### src/ieu_pkg.sv
// integer execution unit package with widths, types, ALU functions, opcodes and stage bundles.
package ieu_pkg;

    localparam int DATA_WIDTH = 32;
    localparam int ADDR_WIDTH = 32;
    localparam int TAG_WIDTH  = 4;

    typedef logic [DATA_WIDTH-1:0] data_t;
    typedef logic [ADDR_WIDTH-1:0] addr_t;
    typedef logic [TAG_WIDTH-1:0]  tag_t;
    typedef logic [4:0]            reg_idx_t;
    typedef logic [4:0]            shamt_t;
    typedef logic [31:0]           instr_t;

    // compares return 1 or 0 in bit 0.
    typedef enum logic [3:0] {
        ALU_FUNC_ADD,
        ALU_FUNC_SUB,
        ALU_FUNC_AND,
        ALU_FUNC_OR,
        ALU_FUNC_XOR,
        ALU_FUNC_SLL,
        ALU_FUNC_SRL,
        ALU_FUNC_SRA,
        ALU_FUNC_EQ,
        ALU_FUNC_NE,
        ALU_FUNC_LT,
        ALU_FUNC_LTU,
        ALU_FUNC_GE,
        ALU_FUNC_GEU
    } alu_func_t;

    localparam logic [6:0] OPC_OP     = 7'b0110011;
    localparam logic [6:0] OPC_OP_IMM = 7'b0010011;
    localparam logic [6:0] OPC_LUI    = 7'b0110111;
    localparam logic [6:0] OPC_AUIPC  = 7'b0010111;
    localparam logic [6:0] OPC_JAL    = 7'b1101111;
    localparam logic [6:0] OPC_JALR   = 7'b1100111;
    localparam logic [6:0] OPC_BRANCH = 7'b1100011;

    typedef struct packed {
        alu_func_t alu_func;
        data_t     src_a;
        data_t     src_b;
        addr_t     iaddr;
        data_t     imm_b;
        shamt_t    shamt;
        tag_t      tag;
        reg_idx_t  rd;
        logic      rd_we;
        logic      jmp;
        logic      br;
        logic      valid;
    } dec_op_t;

    typedef struct packed {
        data_t    data;
        addr_t    addr;
        tag_t     tag;
        reg_idx_t rd;
        logic     rd_we;
        logic     redirect;
        logic     valid;
    } ex_res_t;

    typedef struct packed {
        logic     valid;
        reg_idx_t rd;
        logic     rd_we;
        data_t    data;
        tag_t     tag;
        logic     redirect;
        addr_t    addr;
    } wb_t;

endpackage

### src/ieu_regfile.sv
// integer register file with 32 words, two read ports, one write port and x0 tied to zero.
`timescale 1ns/100ps

module ieu_regfile (
    input  logic              clk,
    input  logic              i_rst,

    input  ieu_pkg::reg_idx_t i_raddr_a,
    input  ieu_pkg::reg_idx_t i_raddr_b,
    output ieu_pkg::data_t    o_rdata_a,
    output ieu_pkg::data_t    o_rdata_b,

    input  ieu_pkg::wb_t      i_wb
);

    import ieu_pkg::*;

    data_t regs [32];
    logic  wr_en;

    assign wr_en = i_wb.valid && i_wb.rd_we;

    always_ff @(posedge clk) begin
        if (i_rst) begin
            for (int i = 0; i < 32; i++) begin
                regs[i] <= '0;
            end
        end else if (wr_en) begin
            regs[i_wb.rd] <= i_wb.data;
        end
    end

    // combinational reads.
    assign o_rdata_a = (i_raddr_a == '0) ? '0 : regs[i_raddr_a];
    assign o_rdata_b = (i_raddr_b == '0) ? '0 : regs[i_raddr_b];

endmodule

### src/ieu_decode.sv
// decode stage of the integer execution unit with field split, bypass and the decode register.
`timescale 1ns/100ps

module ieu_decode (
    input  logic              clk,
    input  logic              i_rst,

    input  logic              i_valid,
    input  ieu_pkg::instr_t   i_instr,
    input  ieu_pkg::addr_t    i_iaddr,
    input  ieu_pkg::tag_t     i_tag,

    output ieu_pkg::reg_idx_t o_raddr_a,
    output ieu_pkg::reg_idx_t o_raddr_b,
    input  ieu_pkg::data_t    i_rdata_a,
    input  ieu_pkg::data_t    i_rdata_b,

    input  ieu_pkg::ex_res_t  i_ex,
    input  ieu_pkg::wb_t      i_wb,

    output ieu_pkg::dec_op_t  o_op
);

    import ieu_pkg::*;

    logic [6:0] opcode;
    logic [2:0] funct3;
    logic [6:0] funct7;
    reg_idx_t   rs1;
    reg_idx_t   rs2;
    data_t      imm_i;
    data_t      imm_u;
    data_t      imm_j;
    data_t      imm_b;
    data_t      rs1_data;
    data_t      rs2_data;
    alu_func_t  arith_func;
    alu_func_t  br_func;
    logic       flush;
    dec_op_t    op_d;
    dec_op_t    op_q;

    assign opcode = i_instr[6:0];
    assign funct3 = i_instr[14:12];
    assign funct7 = i_instr[31:25];
    assign rs1    = i_instr[19:15];
    assign rs2    = i_instr[24:20];

    assign imm_i = {{20{i_instr[31]}}, i_instr[31:20]};
    assign imm_u = {i_instr[31:12], 12'b0};
    assign imm_j = {{12{i_instr[31]}}, i_instr[19:12], i_instr[20], i_instr[30:21], 1'b0};
    assign imm_b = {{20{i_instr[31]}}, i_instr[7], i_instr[30:25], i_instr[11:8], 1'b0};

    assign o_raddr_a = rs1;
    assign o_raddr_b = rs2;

    // younger execute result wins over the retiring one.
    function automatic data_t fwd(reg_idx_t idx, data_t rf_data, ex_res_t ex, wb_t wb);
        data_t val;
        val = rf_data;
        if (idx != '0) begin
            if (ex.valid && ex.rd_we && (ex.rd == idx)) begin
                val = ex.data;
            end else if (wb.valid && wb.rd_we && (wb.rd == idx)) begin
                val = wb.data;
            end
        end
        return val;
    endfunction

    assign rs1_data = fwd(rs1, i_rdata_a, i_ex, i_wb);
    assign rs2_data = fwd(rs2, i_rdata_b, i_ex, i_wb);

    always_comb begin
        case (funct3)
            3'b000:  arith_func = (opcode == OPC_OP && funct7[5]) ? ALU_FUNC_SUB : ALU_FUNC_ADD;
            3'b001:  arith_func = ALU_FUNC_SLL;
            3'b010:  arith_func = ALU_FUNC_LT;
            3'b011:  arith_func = ALU_FUNC_LTU;
            3'b100:  arith_func = ALU_FUNC_XOR;
            3'b101:  arith_func = funct7[5] ? ALU_FUNC_SRA : ALU_FUNC_SRL;
            3'b110:  arith_func = ALU_FUNC_OR;
            default: arith_func = ALU_FUNC_AND;
        endcase
    end

    always_comb begin
        case (funct3)
            3'b000:  br_func = ALU_FUNC_EQ;
            3'b001:  br_func = ALU_FUNC_NE;
            3'b100:  br_func = ALU_FUNC_LT;
            3'b101:  br_func = ALU_FUNC_GE;
            3'b110:  br_func = ALU_FUNC_LTU;
            default: br_func = ALU_FUNC_GEU;
        endcase
    end

    always_comb begin
        op_d          = '0;
        op_d.alu_func = ALU_FUNC_ADD;
        op_d.src_a    = rs1_data;
        op_d.src_b    = rs2_data;
        op_d.iaddr    = i_iaddr;
        op_d.imm_b    = imm_b;
        op_d.shamt    = rs2_data[4:0];
        op_d.tag      = i_tag;
        op_d.rd       = i_instr[11:7];
        op_d.valid    = i_valid;
        case (opcode)
            OPC_OP: begin
                op_d.alu_func = arith_func;
                op_d.rd_we    = 1'b1;
            end
            OPC_OP_IMM: begin
                op_d.alu_func = arith_func;
                op_d.src_b    = imm_i;
                op_d.shamt    = shamt_t'(i_instr[24:20]);
                op_d.rd_we    = 1'b1;
            end
            OPC_LUI: begin
                op_d.src_a = '0;
                op_d.src_b = imm_u;
                op_d.rd_we = 1'b1;
            end
            OPC_AUIPC: begin
                op_d.src_a = data_t'(i_iaddr);
                op_d.src_b = imm_u;
                op_d.rd_we = 1'b1;
            end
            OPC_JAL: begin
                op_d.src_a = data_t'(i_iaddr);
                op_d.src_b = imm_j;
                op_d.jmp   = 1'b1;
                op_d.rd_we = 1'b1;
            end
            OPC_JALR: begin
                op_d.src_b = imm_i;
                op_d.jmp   = 1'b1;
                op_d.rd_we = 1'b1;
            end
            OPC_BRANCH: begin
                op_d.alu_func = br_func;
                op_d.br       = 1'b1;
            end
            default: begin
                op_d.rd_we = 1'b0;
            end
        endcase
    end

    always_ff @(posedge clk) begin
        op_q <= op_d;
        if (i_rst) begin
            op_q.valid <= 1'b0;
        end
    end

    // shadow of a taken branch or jump is squashed.
    assign flush = i_wb.valid && i_wb.redirect;

    always_comb begin
        o_op       = op_q;
        o_op.valid = op_q.valid && !flush;
    end

    // a live jump always kills the slot behind it.
    a_jump_shadow: assert property (@(posedge clk) disable iff (i_rst)
        (o_op.valid && o_op.jmp) |=> !o_op.valid)
        else $error("instruction after a jump was not squashed");

endmodule

### src/ieu_ex.sv
// execute stage of the integer execution unit with the ALU and link, target and redirect logic.
`timescale 1ns/100ps

module ieu_ex (
    input  ieu_pkg::dec_op_t i_op,
    output ieu_pkg::ex_res_t o_res
);

    import ieu_pkg::*;

    data_t                   result;
    logic [2*DATA_WIDTH-1:0] e_src_a;
    logic signed [DATA_WIDTH-1:0] s_src_a;
    logic signed [DATA_WIDTH-1:0] s_src_b;

    // sign extended copy of src_a for arithmetic right shift.
    assign e_src_a = {{DATA_WIDTH{i_op.src_a[DATA_WIDTH-1]}}, i_op.src_a};
    assign s_src_a = i_op.src_a;
    assign s_src_b = i_op.src_b;

    always_comb begin
        case (i_op.alu_func)
            ALU_FUNC_ADD: result = i_op.src_a + i_op.src_b;
            ALU_FUNC_SUB: result = i_op.src_a - i_op.src_b;
            ALU_FUNC_AND: result = i_op.src_a & i_op.src_b;
            ALU_FUNC_OR:  result = i_op.src_a | i_op.src_b;
            ALU_FUNC_XOR: result = i_op.src_a ^ i_op.src_b;
            ALU_FUNC_SLL: result = i_op.src_a << i_op.shamt;
            ALU_FUNC_SRL: result = i_op.src_a >> i_op.shamt;
            ALU_FUNC_SRA: result = data_t'(e_src_a >> i_op.shamt);
            ALU_FUNC_EQ:  result = data_t'(i_op.src_a == i_op.src_b);
            ALU_FUNC_NE:  result = data_t'(i_op.src_a != i_op.src_b);
            ALU_FUNC_LT:  result = data_t'(s_src_a < s_src_b);
            ALU_FUNC_LTU: result = data_t'(i_op.src_a < i_op.src_b);
            ALU_FUNC_GE:  result = data_t'(s_src_a >= s_src_b);
            ALU_FUNC_GEU: result = data_t'(i_op.src_a >= i_op.src_b);
            default:      result = '0;
        endcase
    end

    always_comb begin
        o_res.tag   = i_op.tag;
        o_res.rd    = i_op.rd;
        o_res.rd_we = i_op.rd_we;
        o_res.valid = i_op.valid;
        if (i_op.jmp) begin
            // link address goes to rd and the ALU sum is the target.
            o_res.data     = data_t'(i_op.iaddr + addr_t'(4));
            o_res.addr     = addr_t'(result);
            o_res.redirect = 1'b1;
        end else if (i_op.br) begin
            o_res.data     = result;
            o_res.addr     = i_op.iaddr + addr_t'(i_op.imm_b);
            o_res.redirect = result[0];
        end else begin
            o_res.data     = result;
            o_res.addr     = '0;
            o_res.redirect = 1'b0;
        end
    end

endmodule

### src/ieu_result.sv
// result stage of the integer execution unit that registers the retirement record.
`timescale 1ns/100ps

module ieu_result (
    input  logic             clk,
    input  logic             i_rst,

    input  ieu_pkg::ex_res_t i_res,
    output ieu_pkg::wb_t     o_wb
);

    import ieu_pkg::*;

    wb_t  wb_d;
    logic take;

    // only a live instruction may redirect.
    assign take = i_res.valid && i_res.redirect;

    always_comb begin
        wb_d.valid    = i_res.valid;
        wb_d.rd       = i_res.rd;
        wb_d.rd_we    = i_res.rd_we && (i_res.rd != '0);
        wb_d.data     = i_res.data;
        wb_d.tag      = i_res.tag;
        wb_d.redirect = take;
        wb_d.addr     = take ? i_res.addr : '0;
    end

    always_ff @(posedge clk) begin
        o_wb <= wb_d;
        if (i_rst) begin
            o_wb.valid    <= 1'b0;
            o_wb.redirect <= 1'b0;
        end
    end

    // decode must have squashed the shadow instruction.
    a_shadow_squash: assert property (@(posedge clk) disable iff (i_rst)
        o_wb.redirect |=> !o_wb.valid)
        else $error("instruction after a redirect retired");

endmodule

### src/ieu_top.sv
// integer execution unit top that joins decode, execute, result and the register file.
`timescale 1ns/100ps

module ieu_top (
    input  logic            clk,
    input  logic            i_rst,

    input  logic            i_valid,
    input  ieu_pkg::instr_t i_instr,
    input  ieu_pkg::addr_t  i_iaddr,
    input  ieu_pkg::tag_t   i_tag,

    output ieu_pkg::wb_t    o_wb
);

    import ieu_pkg::*;

    reg_idx_t raddr_a;
    reg_idx_t raddr_b;
    data_t    rdata_a;
    data_t    rdata_b;
    dec_op_t  dec_op;
    ex_res_t  ex_res;
    wb_t      wb;

    assign o_wb = wb;

    ieu_decode ieu_decode_i (
        .clk       (clk),
        .i_rst     (i_rst),
        .i_valid   (i_valid),
        .i_instr   (i_instr),
        .i_iaddr   (i_iaddr),
        .i_tag     (i_tag),
        .o_raddr_a (raddr_a),
        .o_raddr_b (raddr_b),
        .i_rdata_a (rdata_a),
        .i_rdata_b (rdata_b),
        .i_ex      (ex_res),
        .i_wb      (wb),
        .o_op      (dec_op)
    );

    ieu_ex ieu_ex_i (
        .i_op  (dec_op),
        .o_res (ex_res)
    );

    ieu_result ieu_result_i (
        .clk   (clk),
        .i_rst (i_rst),
        .i_res (ex_res),
        .o_wb  (wb)
    );

    ieu_regfile ieu_regfile_i (
        .clk       (clk),
        .i_rst     (i_rst),
        .i_raddr_a (raddr_a),
        .i_raddr_b (raddr_b),
        .o_rdata_a (rdata_a),
        .o_rdata_b (rdata_b),
        .i_wb      (wb)
    );

endmodule

### config.mk
export PLATFORM = sky130hd
export DESIGN_NAME = ieu_top
export DESIGN_NICKNAME = d
export VERILOG_FILES = /design/src/ieu_pkg.sv /design/src/ieu_regfile.sv /design/src/ieu_decode.sv /design/src/ieu_ex.sv /design/src/ieu_result.sv /design/src/ieu_top.sv
export SDC_FILE = /design/constraint.sdc
export NUM_CORES = 2
export LEC_CHECK = 0
export CORE_MARGIN = 1
export CORE_UTILIZATION = 28
export DETAILED_ROUTE_END_ITERATION = 8
export DONT_BUFFER_PORTS = 1
export PLACE_DENSITY = 0.53
export SYNTH_ARGS = -nofsm -noshare
export SYNTH_HDL_FRONTEND = slang
export SYNTH_SLANG_ARGS = --single-unit
### constraint.sdc
create_clock -name clk -period 10.7 [get_ports clk]
set_input_delay 2.14 -clock clk [delete_from_list [all_inputs] [get_ports clk]]
set_output_delay 2.14 -clock clk [all_outputs]
set_load 0.1 [all_outputs]
==> results.py <==
metrics = {
    "run_status": {
        "status": "finished with violations",
        "failed_checks": "capacitance limit, slew limit",
    },
    "routing": {
        "detailedRoute.firstIterationViolations": 6970,
        "drc": 0,
        "dr_total_vias": 52100,
        "detail_route.first_pass.iterations": 8,
        "postRouteAntennaNets": 0,
        "post_drt_wl_per_cell_um": 32.3,
        "via_per_inst": 5.79,
        "drt-total-wl_um": 290000,
    },
    "floorplanning": {
        "core_area_um2": 257000,
        "io_pins": 147,
        "row_count": 186,
        "die_w_um": 511,
        "initial_utilization_pct": 28.2,
        "die_y_um": 511,
        "dieArea_um2": 261000,
    },
    "cts": {
        "ctsResizeCount": 0,
        "cts_hold_buf": 0,
        "cts_root_buffer": "clkbuf_16",
        "cts_buffers": 146,
        "cts_setup_buffers": 0,
        "cts.reportedPaths.clkPinSlew_ps": 60,
        "cts_tree": "done",
        "clock_latency_ps": 830,
        "cts.sinks": 1225,
        "ctsHtreeMaxLevel": 4,
        "cts_buffer_depth": 3,
    },
    "finish": {
        "drive_gt1_share_pct": 21.9,
        "fin_util_pct": 31.5,
        "fin_nets": 5660,
        "final_cell_mix": "edfxtp_1, mux4_2, and2_1, nor3_1, nor2_1",
        "syn_to_final_growth_pct": 11.8,
        "final_common_cell": "edfxtp_1",
        "final_cells": 8986,
        "post-route-cell-area_um2": 81000,
    },
    "synth": {
        "syn_area_um2": 72500,
        "synth_compound_area_share_pct": 7.74,
        "synth.area.mux_share_pct": 23.6,
        "synth-seq-cells": 1225,
        "syn-num-nets": 5901,
        "yosys.area_share.simple_pct": 13.5,
        "synthCells": 5700,
        "synth_edf_count": 1024,
        "yosys_warnings": 0,
        "synth_top_family_by_area": "multiplexers",
        "synth_xor_area_share_pct": 0.967,
        "syn_avg_cell_area_um2": 12.7,
        "synth.distinct_cells": 91,
        "synthArstFlopShare_pct": 0,
        "ys_seq_area_share_pct": 48.0,
        "synthAdderAreaFrac_pct": 2.28,
        "synth_top_flop_cell": "edfxtp_1",
    },
    "worst_setup_path": {
        "endpoint_kind": "flop",
        "rrSetupSlack_ps": 5440,
        "crit_required_ps": 11350,
        "cp-start-kind": "flop",
        "timing.rr.start": "ieu_decode_i.o_op[119]",
        "crit_fanout": 11,
        "critical_path_class": "flop to flop",
        "arrival_ps": 5910,
        "rr_worst_depth": 12,
        "r2r_end": "ieu_decode_i.o_op[104]",
    },
    "grt": {
        "top_usage_layer": "met2",
        "met3_usage_pct": 4.71,
        "grt_pass1_wl_um": 406000,
        "use_met2_pct": 34.8,
        "antenna_found_initial": 29,
        "grt_max_degree": 264,
        "grt_pass1_vias": 50900,
        "grt.overflow.total": 0,
        "grt.total_usage_pct": 21.8,
        "grtUsageMet1_pct": 28.6,
    },
    "placement": {
        "gp_congestion": 1.00,
        "placed_cell_area_um2": 75900,
        "port_buffers": 0,
        "placed_cells": 8695,
        "hpwl_um": 189000,
    },
    "pwr": {
        "powerDensity_nw_per_um2": 184,
        "p_leak_nw": 27.8,
        "fin_total_pwr_w": 0.0149,
        "ir_drop_v": 0.000160,
    },
    "sta": {
        "period_minus_slack_ps": 5260,
        "fin_crit_sh_pct": 49.1,
        "hold_violations": 0,
        "max_freq_mhz": 190,
        "setup_viol": 0,
        "slew_headroom_pct": -7.09,
        "drv_slew": 90,
        "rsz0062_at_grt": "no",
        "worstMarginPinSlew_ps": 1610,
        "clock_skew_ps": 77.8,
        "fin_tns_setup_ps": 0,
    },
    "worst_hold_path": {
        "hold_start": "ieu_decode_i.o_op[9]",
        "hold_end": "ieu_result_i.o_wb[33]",
        "worstHoldPathCells": 0,
        "hold_path.class": "flop to flop",
    },
    "run": {
        "max_cap_violations": 1,
    },
}
## cells by family after synthesis
| group | after synthesis |
|---|---|
| xor+xnor | 80 |
| flops | 1225 |
| buf+inv | 708 |
| compound gates | 869 |
| mux | 837 |
| simple gates | 1851 |
| fa+ha+maj | 130 |
## through the flow
stage / setup WS, ps / hold WS, ps
2_1_floorplan: 5870 / 310
3_3_place_gp: 5140 / 310
3_5_place_dp: 5150 / 315
4_1_cts: 5520 / 331
5_1_grt: 5420 / 336
6_report: 5440 / 327
## worst max-delay path, cell delays in order, from the launching register on
cell and delay, ps:
dfxtp_1 680, inv_1 100, ha_1 440, nor3_1 580
o21ai_1 250, a311oi_1 740, or4_1 370, a31o_2 240
a21oi_1 80, or3_1 470, a21oi_1 630, mux2i_1 160
o211ai_1 340
## layout make-up
cell class / instances / area [um2]
tap: 3384 / 4230
fill: 25500 / 176000
multi-input combinational: 3767 / 35000
sequential: 1225 / 34800
clock inverter: 85 / 1130
timing repair buffer: 176 / 1320
clock buffer: 179 / 3830
inverter: 143 / 537
antenna: 27 / 67.6
## flip-flops by register name, indices dropped and copies added, names as in the netlist
register and cells:
ieu_regfile_i.regs 1024, ieu_decode_i.o_op 124, ieu_result_i.o_wb 76, ieu_decode_i.op_q 1
## synth_stat cells, types with 28 or more instances
library cell,number,share of area (%)
clkbuf_1,400,2.1
mux4_2,685,21
nor2b_1,39,0.34
edfxtp_1,1024,42
inv_1,141,0.73
nand2b_1,29,0.25
nand3_1,44,0.30
buf_1,92,0.48
buf_2,61,0.42
nand2_1,213,1.1
or2_2,42,0.36
o21ai_0,200,1.4
dfxtp_1,201,5.6
and2_1,591,5.1
a221oi_1,28,0.34
xor2_1,34,0.41
o31ai_1,36,0.37
a21o_1,42,0.44
a211oi_1,69,0.71
a21oi_1,242,1.7
nor3_1,493,3.4
ha_1,127,2.2
mux2i_1,126,1.7
xnor2_1,46,0.56
nor2_1,279,1.4
## how the worst max path moves through the flow
stage | start | endpoint | slack, ps
2_1_floorplan | i_instr[20] | ieu_decode_i.o_op[105] | 5870
3_3_place_gp | i_rst | ieu_regfile_i.regs[12][21] | 5140
3_5_place_dp | i_rst | ieu_regfile_i.regs[12][19] | 5150
4_1_cts | ieu_decode_i.o_op[119] | ieu_decode_i.o_op[104] | 5520
5_1_grt | ieu_decode_i.o_op[119] | ieu_decode_i.o_op[104] | 5420
6_report | ieu_decode_i.o_op[119] | ieu_decode_i.o_op[104] | 5440
## where the power goes
group	internal [W]	switching [W]
clock	0.00302	0.00223
combinational	0.00114	0.00283
sequential	0.00540	0.000260
total	0.00956	0.00532
## layer usage
metal,vias to the layer above,share of wire (%)
met4,16,4.2
met1,27200,40
met5,-,0.036
met2,2728,47
li1,21600,-
met3,526,9.1
Note: power is estimated with default switching activity, not from simulation.
